==> src/logic/valu_config.svh <==
`ifndef VALU_CONFIG_SVH
`define VALU_CONFIG_SVH

// one beat of operand or result data
`define VALU_DATA_WIDTH 64

// destination address of a beat
`define VALU_ADDR_WIDTH 32

`define VALU_BE_WIDTH (`VALU_DATA_WIDTH / 8)  // one enable per byte

// register stages inside each unit
`define VALU_UNIT_LATENCY 2

// request to response, the merge adds one stage
`define VALU_LATENCY (`VALU_UNIT_LATENCY + 1)

`endif
==> src/logic/valu_pkg.sv <==
`default_nettype none

`include "valu_config.svh"

package valu_pkg;

    localparam int DATA_W = `VALU_DATA_WIDTH;
    localparam int ADDR_W = `VALU_ADDR_WIDTH;
    localparam int BE_W   = `VALU_BE_WIDTH;  // also the number of byte lanes

    typedef enum logic [3:0] {
        OP_AND  = 4'd0,
        OP_OR   = 4'd1,
        OP_XOR  = 4'd2,
        OP_ADD  = 4'd3,
        OP_SUB  = 4'd4,
        OP_RSUB = 4'd5,
        OP_MINU = 4'd6,
        OP_MIN  = 4'd7,
        OP_MAXU = 4'd8,
        OP_MAX  = 4'd9
    } valu_op_e;  // codes 10 to 15 have no unit

    typedef enum logic [1:0] {
        SEW_8  = 2'd0,
        SEW_16 = 2'd1,
        SEW_32 = 2'd2,
        SEW_64 = 2'd3
    } valu_sew_e;

    typedef logic [DATA_W-1:0] valu_data_t;
    typedef logic [ADDR_W-1:0] valu_addr_t;
    typedef logic [BE_W-1:0]   valu_be_t;

endpackage

`default_nettype wire

==> src/logic/valu_top.sv <==
`timescale 1ns/10ps
`default_nettype none

module valu_top (
    input  wire                       clk,
    input  wire                       rst,
    input  wire                       req_valid,
    input  wire valu_pkg::valu_op_e   req_op,
    input  wire valu_pkg::valu_sew_e  req_sew,
    input  wire valu_pkg::valu_data_t req_data0,
    input  wire valu_pkg::valu_data_t req_data1,
    input  wire valu_pkg::valu_be_t   req_be,
    input  wire valu_pkg::valu_addr_t req_addr,
    input  wire                       req_start,
    input  wire                       req_end,
    output logic                      resp_valid,
    output valu_pkg::valu_data_t      resp_data,
    output valu_pkg::valu_be_t        resp_be,
    output valu_pkg::valu_addr_t      resp_addr,
    output logic                      resp_start,
    output logic                      resp_end
);

    import valu_pkg::*;

    logic       bit_valid;
    valu_data_t bit_data;
    logic       arith_valid;
    valu_data_t arith_data;

    valu_bitwise_unit bitwise_unit_i (
        .clk       (clk),
        .rst       (rst),
        .in_valid  (req_valid),
        .in_op     (req_op),
        .in_data0  (req_data0),
        .in_data1  (req_data1),
        .out_valid (bit_valid),
        .out_data  (bit_data)
    );

    valu_arith_unit arith_unit_i (
        .clk       (clk),
        .rst       (rst),
        .in_valid  (req_valid),
        .in_op     (req_op),
        .in_sew    (req_sew),
        .in_data0  (req_data0),
        .in_data1  (req_data1),
        .out_valid (arith_valid),
        .out_data  (arith_data)
    );

    valu_resp_merge resp_merge_i (
        .clk         (clk),
        .rst         (rst),
        .in_be       (req_be),
        .in_addr     (req_addr),
        .in_start    (req_start),
        .in_end      (req_end),
        .bit_valid   (bit_valid),
        .bit_data    (bit_data),
        .arith_valid (arith_valid),
        .arith_data  (arith_data),
        .resp_valid  (resp_valid),
        .resp_data   (resp_data),
        .resp_be     (resp_be),
        .resp_addr   (resp_addr),
        .resp_start  (resp_start),
        .resp_end    (resp_end)
    );

endmodule

`default_nettype wire

==> src/logic/valu_resp_merge.sv <==
`timescale 1ns/10ps
`default_nettype none

`include "valu_config.svh"

module valu_resp_merge (
    input  wire                       clk,
    input  wire                       rst,
    input  wire valu_pkg::valu_be_t   in_be,
    input  wire valu_pkg::valu_addr_t in_addr,
    input  wire                       in_start,
    input  wire                       in_end,
    input  wire                       bit_valid,
    input  wire valu_pkg::valu_data_t bit_data,
    input  wire                       arith_valid,
    input  wire valu_pkg::valu_data_t arith_data,
    output logic                      resp_valid,
    output valu_pkg::valu_data_t      resp_data,
    output valu_pkg::valu_be_t        resp_be,
    output valu_pkg::valu_addr_t      resp_addr,
    output logic                      resp_start,
    output logic                      resp_end
);

    import valu_pkg::*;

    localparam int DEPTH = `VALU_UNIT_LATENCY;

    valu_be_t   be_q    [DEPTH];
    valu_addr_t addr_q  [DEPTH];
    logic       start_q [DEPTH];
    logic       end_q   [DEPTH];
    logic       any_valid;

    assign any_valid = bit_valid | arith_valid;  // groups never overlap

    // sideband delay, same depth as the units
    always_ff @(posedge clk) begin
        be_q[0]    <= in_be;
        addr_q[0]  <= in_addr;
        start_q[0] <= in_start;
        end_q[0]   <= in_end;
        for (int i = 1; i < DEPTH; i++) begin
            be_q[i]    <= be_q[i-1];
            addr_q[i]  <= addr_q[i-1];
            start_q[i] <= start_q[i-1];
            end_q[i]   <= end_q[i-1];
        end
    end

    always_ff @(posedge clk) begin
        if (rst) begin
            resp_valid <= 1'b0;
            resp_data  <= '0;
            resp_be    <= '0;
            resp_addr  <= '0;
            resp_start <= 1'b0;
            resp_end   <= 1'b0;
        end else begin
            resp_valid <= any_valid;
            resp_data  <= bit_data | arith_data;  // idle unit drives zero
            resp_be    <= any_valid ? be_q[DEPTH-1] : '0;
            resp_addr  <= any_valid ? addr_q[DEPTH-1] : '0;
            resp_start <= any_valid & start_q[DEPTH-1];
            resp_end   <= any_valid & end_q[DEPTH-1];
        end
    end

endmodule

`default_nettype wire

==> src/logic/valu_arith_unit.sv <==
`timescale 1ns/10ps
`default_nettype none

module valu_arith_unit (
    input  wire                       clk,
    input  wire                       rst,
    input  wire                       in_valid,
    input  wire valu_pkg::valu_op_e   in_op,
    input  wire valu_pkg::valu_sew_e  in_sew,
    input  wire valu_pkg::valu_data_t in_data0,
    input  wire valu_pkg::valu_data_t in_data1,
    output logic                      out_valid,
    output valu_pkg::valu_data_t      out_data
);

    import valu_pkg::*;

    logic            add_op;
    logic            is_sub;
    logic            is_signed;
    logic [2:0]      lane_mask;   // low lane index bits inside one element
    valu_data_t      opa;
    valu_data_t      opb;
    logic [BE_W-1:0] lane_cin;
    logic [BE_W:0]   lane_carry;
    logic [8:0]      lane_sum [BE_W];
    valu_data_t      sum;
    logic [BE_W-1:0] lt_top;      // only meaningful at the top lane of an element

    logic            s1_valid;
    valu_op_e        s1_op;
    valu_sew_e       s1_sew;
    valu_data_t      s1_data0;
    valu_data_t      s1_data1;
    valu_data_t      s1_sum;
    logic [BE_W-1:0] s1_lt;
    logic [2:0]      s1_lane_mask;
    logic            s1_minmax;
    logic            s1_max;
    logic [BE_W-1:0] take_data1;
    valu_data_t      result;

    assign add_op    = in_op inside {OP_ADD, OP_SUB, OP_RSUB, OP_MINU, OP_MIN, OP_MAXU, OP_MAX};
    assign is_sub    = in_op != OP_ADD;  // min/max use data1 - data0 too
    assign is_signed = in_op inside {OP_MIN, OP_MAX};
    assign lane_mask = ~(3'b111 << in_sew);

    // rsub swaps the operands
    assign opa = (in_op == OP_RSUB) ? in_data0 : in_data1;
    assign opb = (in_op == OP_RSUB) ? in_data1 : in_data0;

    // byte lanes, carry chain restarts at each element boundary
    always_comb begin
        lane_carry[0] = 1'b0;
        for (int k = 0; k < BE_W; k++) begin
            lane_cin[k]       = ((3'(k) & lane_mask) == 3'd0) ? is_sub : lane_carry[k];
            lane_sum[k]       = {1'b0, opa[k*8 +: 8]}
                              + {1'b0, (is_sub ? ~opb[k*8 +: 8] : opb[k*8 +: 8])}
                              + {8'h00, lane_cin[k]};
            sum[k*8 +: 8]     = lane_sum[k][7:0];
            lane_carry[k+1]   = lane_sum[k][8];
        end
    end

    // data1 < data0 per element, no carry out means borrow
    always_comb begin
        for (int k = 0; k < BE_W; k++) begin
            if (is_signed && (in_data1[k*8+7] != in_data0[k*8+7])) begin
                lt_top[k] = in_data1[k*8+7];
            end else begin
                lt_top[k] = ~lane_carry[k+1];
            end
        end
    end

    always_ff @(posedge clk) begin
        s1_op    <= in_op;
        s1_sew   <= in_sew;
        s1_data0 <= in_data0;
        s1_data1 <= in_data1;
        s1_sum   <= sum;
        s1_lt    <= lt_top;
    end

    assign s1_lane_mask = ~(3'b111 << s1_sew);
    assign s1_minmax    = s1_op inside {OP_MINU, OP_MIN, OP_MAXU, OP_MAX};
    assign s1_max       = s1_op inside {OP_MAXU, OP_MAX};

    // spread the element flag over its lanes
    always_comb begin
        for (int k = 0; k < BE_W; k++) begin
            take_data1[k] = s1_lt[3'(k) | s1_lane_mask] ^ s1_max;
            if (!s1_minmax) begin
                result[k*8 +: 8] = s1_sum[k*8 +: 8];
            end else if (take_data1[k]) begin
                result[k*8 +: 8] = s1_data1[k*8 +: 8];
            end else begin
                result[k*8 +: 8] = s1_data0[k*8 +: 8];
            end
        end
    end

    always_ff @(posedge clk) begin
        if (rst) begin
            s1_valid  <= 1'b0;
            out_valid <= 1'b0;
            out_data  <= '0;
        end else begin
            s1_valid  <= in_valid & add_op;
            out_valid <= s1_valid;
            out_data  <= s1_valid ? result : '0;
        end
    end

endmodule

`default_nettype wire

==> src/logic/valu_bitwise_unit.sv <==
`timescale 1ns/10ps
`default_nettype none

module valu_bitwise_unit (
    input  wire                       clk,
    input  wire                       rst,
    input  wire                       in_valid,
    input  wire valu_pkg::valu_op_e   in_op,
    input  wire valu_pkg::valu_data_t in_data0,
    input  wire valu_pkg::valu_data_t in_data1,
    output logic                      out_valid,
    output valu_pkg::valu_data_t      out_data
);

    import valu_pkg::*;

    logic       bit_op;  // op belongs to this unit
    valu_data_t bit_res;
    logic       s1_valid;
    valu_data_t s1_data;

    always_comb begin
        bit_op = 1'b1;
        case (in_op)
            OP_AND: bit_res = in_data1 & in_data0;
            OP_OR:  bit_res = in_data1 | in_data0;
            OP_XOR: bit_res = in_data1 ^ in_data0;
            default: begin
                bit_op  = 1'b0;
                bit_res = '0;
            end
        endcase
    end

    always_ff @(posedge clk) begin
        s1_data <= bit_res;
    end

    // second stage only matches the arith unit latency
    always_ff @(posedge clk) begin
        if (rst) begin
            s1_valid  <= 1'b0;
            out_valid <= 1'b0;
            out_data  <= '0;
        end else begin
            s1_valid  <= in_valid & bit_op;
            out_valid <= s1_valid;
            out_data  <= s1_valid ? s1_data : '0;  // zero when idle
        end
    end

endmodule

`default_nettype wire

==> config.mk <==
export PLATFORM = sky130hd
export DESIGN_NAME = valu_top
export DESIGN_NICKNAME = d
export VERILOG_FILES = /design/src/logic/valu_pkg.sv /design/src/logic/valu_top.sv /design/src/logic/valu_resp_merge.sv /design/src/logic/valu_arith_unit.sv /design/src/logic/valu_bitwise_unit.sv
export VERILOG_INCLUDE_DIRS = /design/src /design/src/logic
export SDC_FILE = /design/constraint.sdc
export NUM_CORES = 1
export LEC_CHECK = 0
export ABC_CLOCK_PERIOD_IN_PS = 16700
export BUFFER_PORTS_ARGS = -buffer_cell sky130_fd_sc_hd__buf_2
export CAP_MARGIN = 25
export CORE_MARGIN = 5
export CORE_UTILIZATION = 48
export CTS_BUF_LIST = sky130_fd_sc_hd__clkbuf_4
export CTS_CLUSTER_DIAMETER = 60
export DETAILED_ROUTE_END_ITERATION = 8
export PLACE_DENSITY = 0.71
export SYNTH_ARGS = -nofsm -noshare
export SYNTH_HDL_FRONTEND = slang
export SYNTH_SLANG_ARGS = --single-unit
==> constraint.sdc <==
create_clock -name clk -period 16.7 [get_ports clk]
set_clock_uncertainty 0.1 [all_clocks]
set_input_delay 1.67 -clock clk [delete_from_list [all_inputs] [get_ports clk]]
set_output_delay 1.67 -clock clk [all_outputs]
set_load 0.05 [all_outputs]
# Word level (Yosys, flattened, before mapping)
# Memories as Yosys holds them, arrays and structs flattened. A register that Yosys moved wholly into a read port is not among the register bits.
# Cells that the tools add are included.
# word_totals
ram_bits	84
regBits	469
input_bits	179
memories	4
elab_cells	187
output_inout_bits	107
# memory_table
name	depth	word_bits	rd	rd_ports_with_merged_regs	wr	line_no	text
resp_merge_i.addr_q	2	32	2	1	2	valu_resp_merge.sv:30	valu_addr_t addr_q [DEPTH];
resp_merge_i.be_q	2	8	2	1	2	valu_resp_merge.sv:29	valu_be_t be_q [DEPTH];
resp_merge_i.end_q	2	1	2	0	2	valu_resp_merge.sv:32	logic end_q [DEPTH];
resp_merge_i.start_q	2	1	2	0	2	valu_resp_merge.sv:31	logic start_q [DEPTH];
# op_classes
n_bitwise	38
addsub	16
n_reduce_logical	24
shifts	2
n_eq_ne	22
n_lt_le_gt_ge	7
mux	57
# op_table
op	count
8-bit two-way mux	24
64-bit one-hot mux with 3 select lines	1
64-bit two-way mux	2
64-bit OR	2
8-bit by 8-bit adder with 9-bit output	8
9-bit by 1-bit adder with 9-bit output	8
64-bit bitwise AND	1
8-bit NOT	8
64-bit XOR	1
3-bit by 4-bit < comparator with 1-bit output, second input constant	7
1-bit two-way mux	26
4-bit by 3-bit equality test with 1-bit output, second input constant	6
3-bit zero test	7
4-bit equality test, second input constant	4
1-bit NOT	11
4-bit by 2-bit equality test with 1-bit output, second input constant	2
1-bit logical AND	8
1-bit inequality test	8
1-bit XOR	8
7-bit nonzero test	1
1-bit binary-select mux with 2-bit select	3
3-bit NOT	2
2-bit OR reduction	3
3-bit by 2-bit << shifter with 3-bit output, first input constant	2
other kinds (9)	13

# Depth between registers and ports, before layout
# depth
depth_word	22
depth_mapped	62
mapped_depth_nobuf	59

# Cells and area by module
# Synthesis repeated with hierarchy kept, for this count alone.
# unflattened
cells_unflattened	2130
hier_area_um2	23234.8
# modules_own_cells
mod	cells_per_inst	n_inst	seq_area_each_um2	area_each_um2
valu_arith_unit	1076	1	5425.2	11966.5
valu_bitwise_unit	681	1	2602.5	6605.1
valu_resp_merge	373	1	3823.7	4663.2

# Least setup slack after synthesis
# No wires, ideal clock.
# synth_timing
path_type	input to register
from	input req_op[0]
to	register arith_unit_i.s1_lt[7]
path_buffers	4
arrival_time_ns	16.294
t_required_ns	16.526
setup_slack_ns	0.232
setup_time_ns	0.074
path_stages	61
path_cell_list	clkbuf_1 -> nor4bb_1 -> buf_2 -> buf_2 -> clkbuf_1 -> o21ai_0 -> fa_1 -> a21o_1 -> a21oi_1 -> nor2b_1 -> o31a_1 -> o21a_1 -> fa_1 -> fa_1 -> a21o_1 -> a21oi_1 -> o21ai_0 -> a31oi_1 -> [... 25 more ...] -> a21oi_1 -> o21ai_0 -> a31oi_1 -> a21oi_1 -> fa_1 -> fa_1 -> a21o_1 -> a21oi_1 -> o21ai_0 -> a31oi_1 -> a21oi_1 -> fa_1 -> fa_1 -> a21o_1 -> a21oi_1 -> nor2b_1 -> o31a_1 -> o21ai_0
# synth_via
elab_chain_len	22
word_cells_on_any_way	49
classes_between	add/sub (16); eq/ne (4); mux (18); bitwise (9); reduce/logical (2)
# synth_rtl
item	line_no	text
start: declaration	valu_top.sv:8	input wire valu_pkg::valu_op_e req_op,
4-bit by 3-bit equality test with 1-bit output	valu_arith_unit.sv:49, valu_arith_unit.sv:50	
64-bit two-way mux	valu_arith_unit.sv:50	assign opb = (in_op == OP_RSUB) ? in_data1 : in_data0;
8-bit NOT	valu_arith_unit.sv:58	+ {1'b0, (is_sub ? ~opb[k*8 +: 8] : opb[k*8 +: 8])}
8-bit two-way mux	valu_arith_unit.sv:58	
8-bit by 8-bit adder with 9-bit output	valu_arith_unit.sv:58	
9-bit by 1-bit adder with 9-bit output	valu_arith_unit.sv:59	+ {8'h00, lane_cin[k]};
1-bit two-way mux	valu_arith_unit.sv:56	lane_cin[k] = ((3'(k) & lane_mask) == 3'd0) ? is_sub : lane_carry[k];
9-bit by 1-bit adder with 9-bit output	valu_arith_unit.sv:59	
[... 7 more ...]	-	
9-bit by 1-bit adder with 9-bit output	valu_arith_unit.sv:59	
1-bit two-way mux	valu_arith_unit.sv:56	
9-bit by 1-bit adder with 9-bit output	valu_arith_unit.sv:59	
1-bit two-way mux	valu_arith_unit.sv:56	
9-bit by 1-bit adder with 9-bit output	valu_arith_unit.sv:59	
1-bit NOT	valu_arith_unit.sv:71	lt_top[k] = ~lane_carry[k+1];
1-bit two-way mux *	valu_arith_unit.sv:68	if (is_signed && (in_data1[k*8+7] != in_data0[k*8+7])) begin
net arith_unit_i.lt_top[7]	valu_arith_unit.sv:28	logic [BE_W-1:0] lt_top;
end signal: assignment	valu_arith_unit.sv:82	s1_lt <= lt_top;
end: declaration	valu_arith_unit.sv:36	logic [BE_W-1:0] s1_lt;
# The timed path passes the listed nets; every way through them passes the cells marked *.
# A chain may end at the register's enable or synchronous reset.

# Worst setup path after layout
# layout_timing
from	input req_op[2]
to	register arith_unit_i.s1_lt[7]
# Same word-level chain as after synthesis.

==> results.toml <==
[status]
status = "finished, final reports clean"

[setup_path]
crit_start = "req_op[2]"
rr_endpoint = "arith_unit_i.out_data[56]$_SDFF_PP0_"
crit_path_max_incr_delay_ps = 490
worst_setup_path_start_kind = "input port"
crit_type = "input port to flip-flop"
reg2reg_slack_ps = 13760
reg2reg_depth = 6
end_kind = "flip-flop"
crit_fanout = 7
crit_path_frequent_cell = "fa_1"
endpoint = "arith_unit_i.s1_lt[7]$_DFF_P_"
cp.arrival_ps = 16580
required_ps = 17490
r2r_start = "arith_unit_i.s1_op[1]$_DFF_P_"
slowest_stage = "fa_1"

[global_route]
overflow = 0
antenna_found_initial = 19
grt_usage_pct = 20.8
grt_pass1_vias = 16739
grt_max_degree = 86
grt_pass1_wl_um = 83500

[clock_tree]
cts.sink_count = 592
clock_latency_ps = 970
htreeDepth = 4
cts_tree = "built"
clockBufferDepth = 3
numCtsBuffers = 150
cts_root_buf = "clkbuf_4"
cts.clk_slew.worst_paths_ps = 60

[floorplan]
design.core.area_mm2 = 0.0463
rows = 79
num_io_pins = 286
die_x_um = 226
die_area_mm2 = 0.0509
die_height_um = 226
start_util_pct = 48.2

[synth]
avgSynthCellArea_um2 = 10.2
synth_edf_count = 0
yosys_most_used_dff = "dfxtp_1"
async_reset_ff_share_pct = 0
synth-seq-cells = 592
yosysWarnings = 0
synth.area.top_cells = "dfxtp_1, ha_1, o21ai_0"
yosysSeqAreaShare_pct = 53.2
syn-num-nets = 2559
synth_top_cell_by_area = "dfxtp_1"
syn_inst = 2181
synth.cell_area_mm2 = 0.0223
synth_top_area_share_pct = 53.2
ys_types = 54

[run]
cap_violations = 0

[cells_and_area]
fillCellCount = 3998
drive_above_1_share_pct = 22.6
area.growth.synth_to_final_pct = 19.4
nets = 2946
final-instance-count-excl-fill = 3293

[timing]
period_share_pct = 94.6
slew-limit-headroom_pct = 31.4
fmax_ghz = 0.0633
grt_setup_unrepaired = "no"
tightest_slew_ps = 1030
period_needed_ps = 15790
hold_viol_final = 0
report.final.slew_viol_count = 0
finalSetupViolCount = 0
hold_ws_ps = 217

[placed_design]
dp_hpwl_um = 35800
gp_congestion = 0.840
dp.cells = 3021
portBuffers = 285

[drt]
dr.pass1.iters = 7
vias_per_cell = 4.96
ant_nets = 0
remaining_drc_errors = 0
dr_total_vias = 16339
wl_per_cell_um = 16.2
drt-initial-drc-count = 836
wl_um = 53300

[power_and_ir_drop]
peakVddDrop_uv = 76.6
report.power.total_mw = 3.25
p_per_area_mw_per_mm2 = 122
leakagePower_nw = 12.4

[min_path]
min_path_type = "flip-flop to flip-flop"
## placed cells by master (no fill, tap or decap), types with 98 or more instances in the layout
cell type,Yosys,routed
nor2_1,244,243
dfxtp_1,592,592
clkbuf_4,0,223
inv_1,141,141
buf_2,29,284
and2_1,106,106
xnor2_1,98,98
ha_1,184,184
o21ai_0,184,184
a21oi_1,136,134
## routing by layer
metal  part of all wire (%)  up-vias  track usage [%]  wire [um]
met2                     49      418             35.8      26200
met1                     42     7673             23.6      22200
met5                   0.28        -                0        148
li1                       -     8128                -          -
met4                    2.4       20             8.65       1270
met3                    6.5      100             7.02       3470
## state kept, by name, indices dropped and copies added (netlist names), 3 cells and up
register                 cells
arith_unit_i.s1_op           3
arith_unit_i.s1_sum         64
arith_unit_i.out_data       64
arith_unit_i.s1_lt           8
resp_merge_i.resp_data      64
bitwise_unit_i.s1_data      64
resp_merge_i.addr_q         64
arith_unit_i.s1_data1       64
resp_merge_i.be_q           16
bitwise_unit_i.out_data     64
resp_merge_i.resp_addr      32
resp_merge_i.resp_be         8
arith_unit_i.s1_data0       64
## metrics by stage
stage,utilization [%],setup slack [ps],TNS (ps),cell area (um^2)
CTS,57.4,541,0,26600
detailed placement,53.0,-466,-1080,24500
global route,57.6,43.8,0,26600
finish,57.6,908,0,26600
floorplan,-,232,0,22300
global placement,52.9,-151,-264,24500
## power breakdown
| group | total (mW) | switching (mW) | internal (mW) |
|---|---|---|---|
| clock network | 1.29 | 0.558 | 0.732 |
| registers | 1.54 | 0.0279 | 1.51 |
| logic | 0.421 | 0.238 | 0.184 |
## timing repair
| action | CTS | global route |
|---|---|---|
| hold buffers | 0 | 0 |
| resized for setup | 0 | 6 |
| setup buffers | 0 | 2 |
| setup endpoints to repair | 0 | 4 |
## synth_stat cells, types with 6 or more instances
library cell	number
o21bai_1	10
xor2_1	9
nor3_1	9
nand3_1	6
o21ai_0	184
a21o_1	15
a31oi_1	8
ha_1	184
dfxtp_1	592
nor2_1	244
nand2_1	83
fa_1	15
inv_1	141
a22oi_1	64
mux2i_1	73
xnor2_1	98
and2_1	106
buf_1	10
clkbuf_1	60
a21oi_1	136
buf_2	29
a211oi_1	36
nand2b_1	8
## area by class of cell
class	instances	area (um^2)	area share, %
flip-flops and latches	592	11900	44.5
multi-input cells	1347	9580	36.0
repair buffers	336	1850	6.94
clock buffers	223	1670	6.29
well taps	607	759	2.85
inverters	141	529	1.99
clock inverters	38	367	1.38
diodes	9	22.5	0.0846
## critical path: cells and delay by family
kind / cells / cell delay (ps)
compound gates: 38 / 7030
fa+ha+maj: 15 / 6900
buf+inv: 3 / 450
simple gates: 5 / 540
## worst min-delay path by stage
stage,slack [ps],startpoint,cells past startpoint,end
after detailed placement,210,resp_merge_i.addr_q[0][18]$_DFF_P_,0,resp_merge_i.addr_q[1][18]$_DFF_P_
final,220,resp_merge_i.addr_q[0][6]$_DFF_P_,0,resp_merge_i.addr_q[1][6]$_DFF_P_
after global placement,210,resp_merge_i.addr_q[0][15]$_DFF_P_,0,resp_merge_i.addr_q[1][15]$_DFF_P_
after floorplan,210,resp_merge_i.addr_q[0][0]$_DFF_P_,0,resp_merge_i.addr_q[1][0]$_DFF_P_
after global routing,230,resp_merge_i.addr_q[0][6]$_DFF_P_,0,resp_merge_i.addr_q[1][6]$_DFF_P_
after CTS,220,resp_merge_i.addr_q[0][6]$_DFF_P_,0,resp_merge_i.addr_q[1][6]$_DFF_P_
## logic make-up (layout without fill, tap and decap cells)
family / count (synthesis) / after routing / share of synthesized area (%)
compound gates: 471 / 471 / 12.3
xor+xnor: 115 / 115 / 4.99
simple gates: 482 / 482 / 9.93
flops: 592 / 592 / 53.2
other cells: 0 / 9 / 0
fa+ha+maj: 199 / 199 / 11.7
buf+inv: 242 / 738 / 4.30
mux: 80 / 80 / 3.64
No activity file was read; power rests on OpenSTA's default activity.
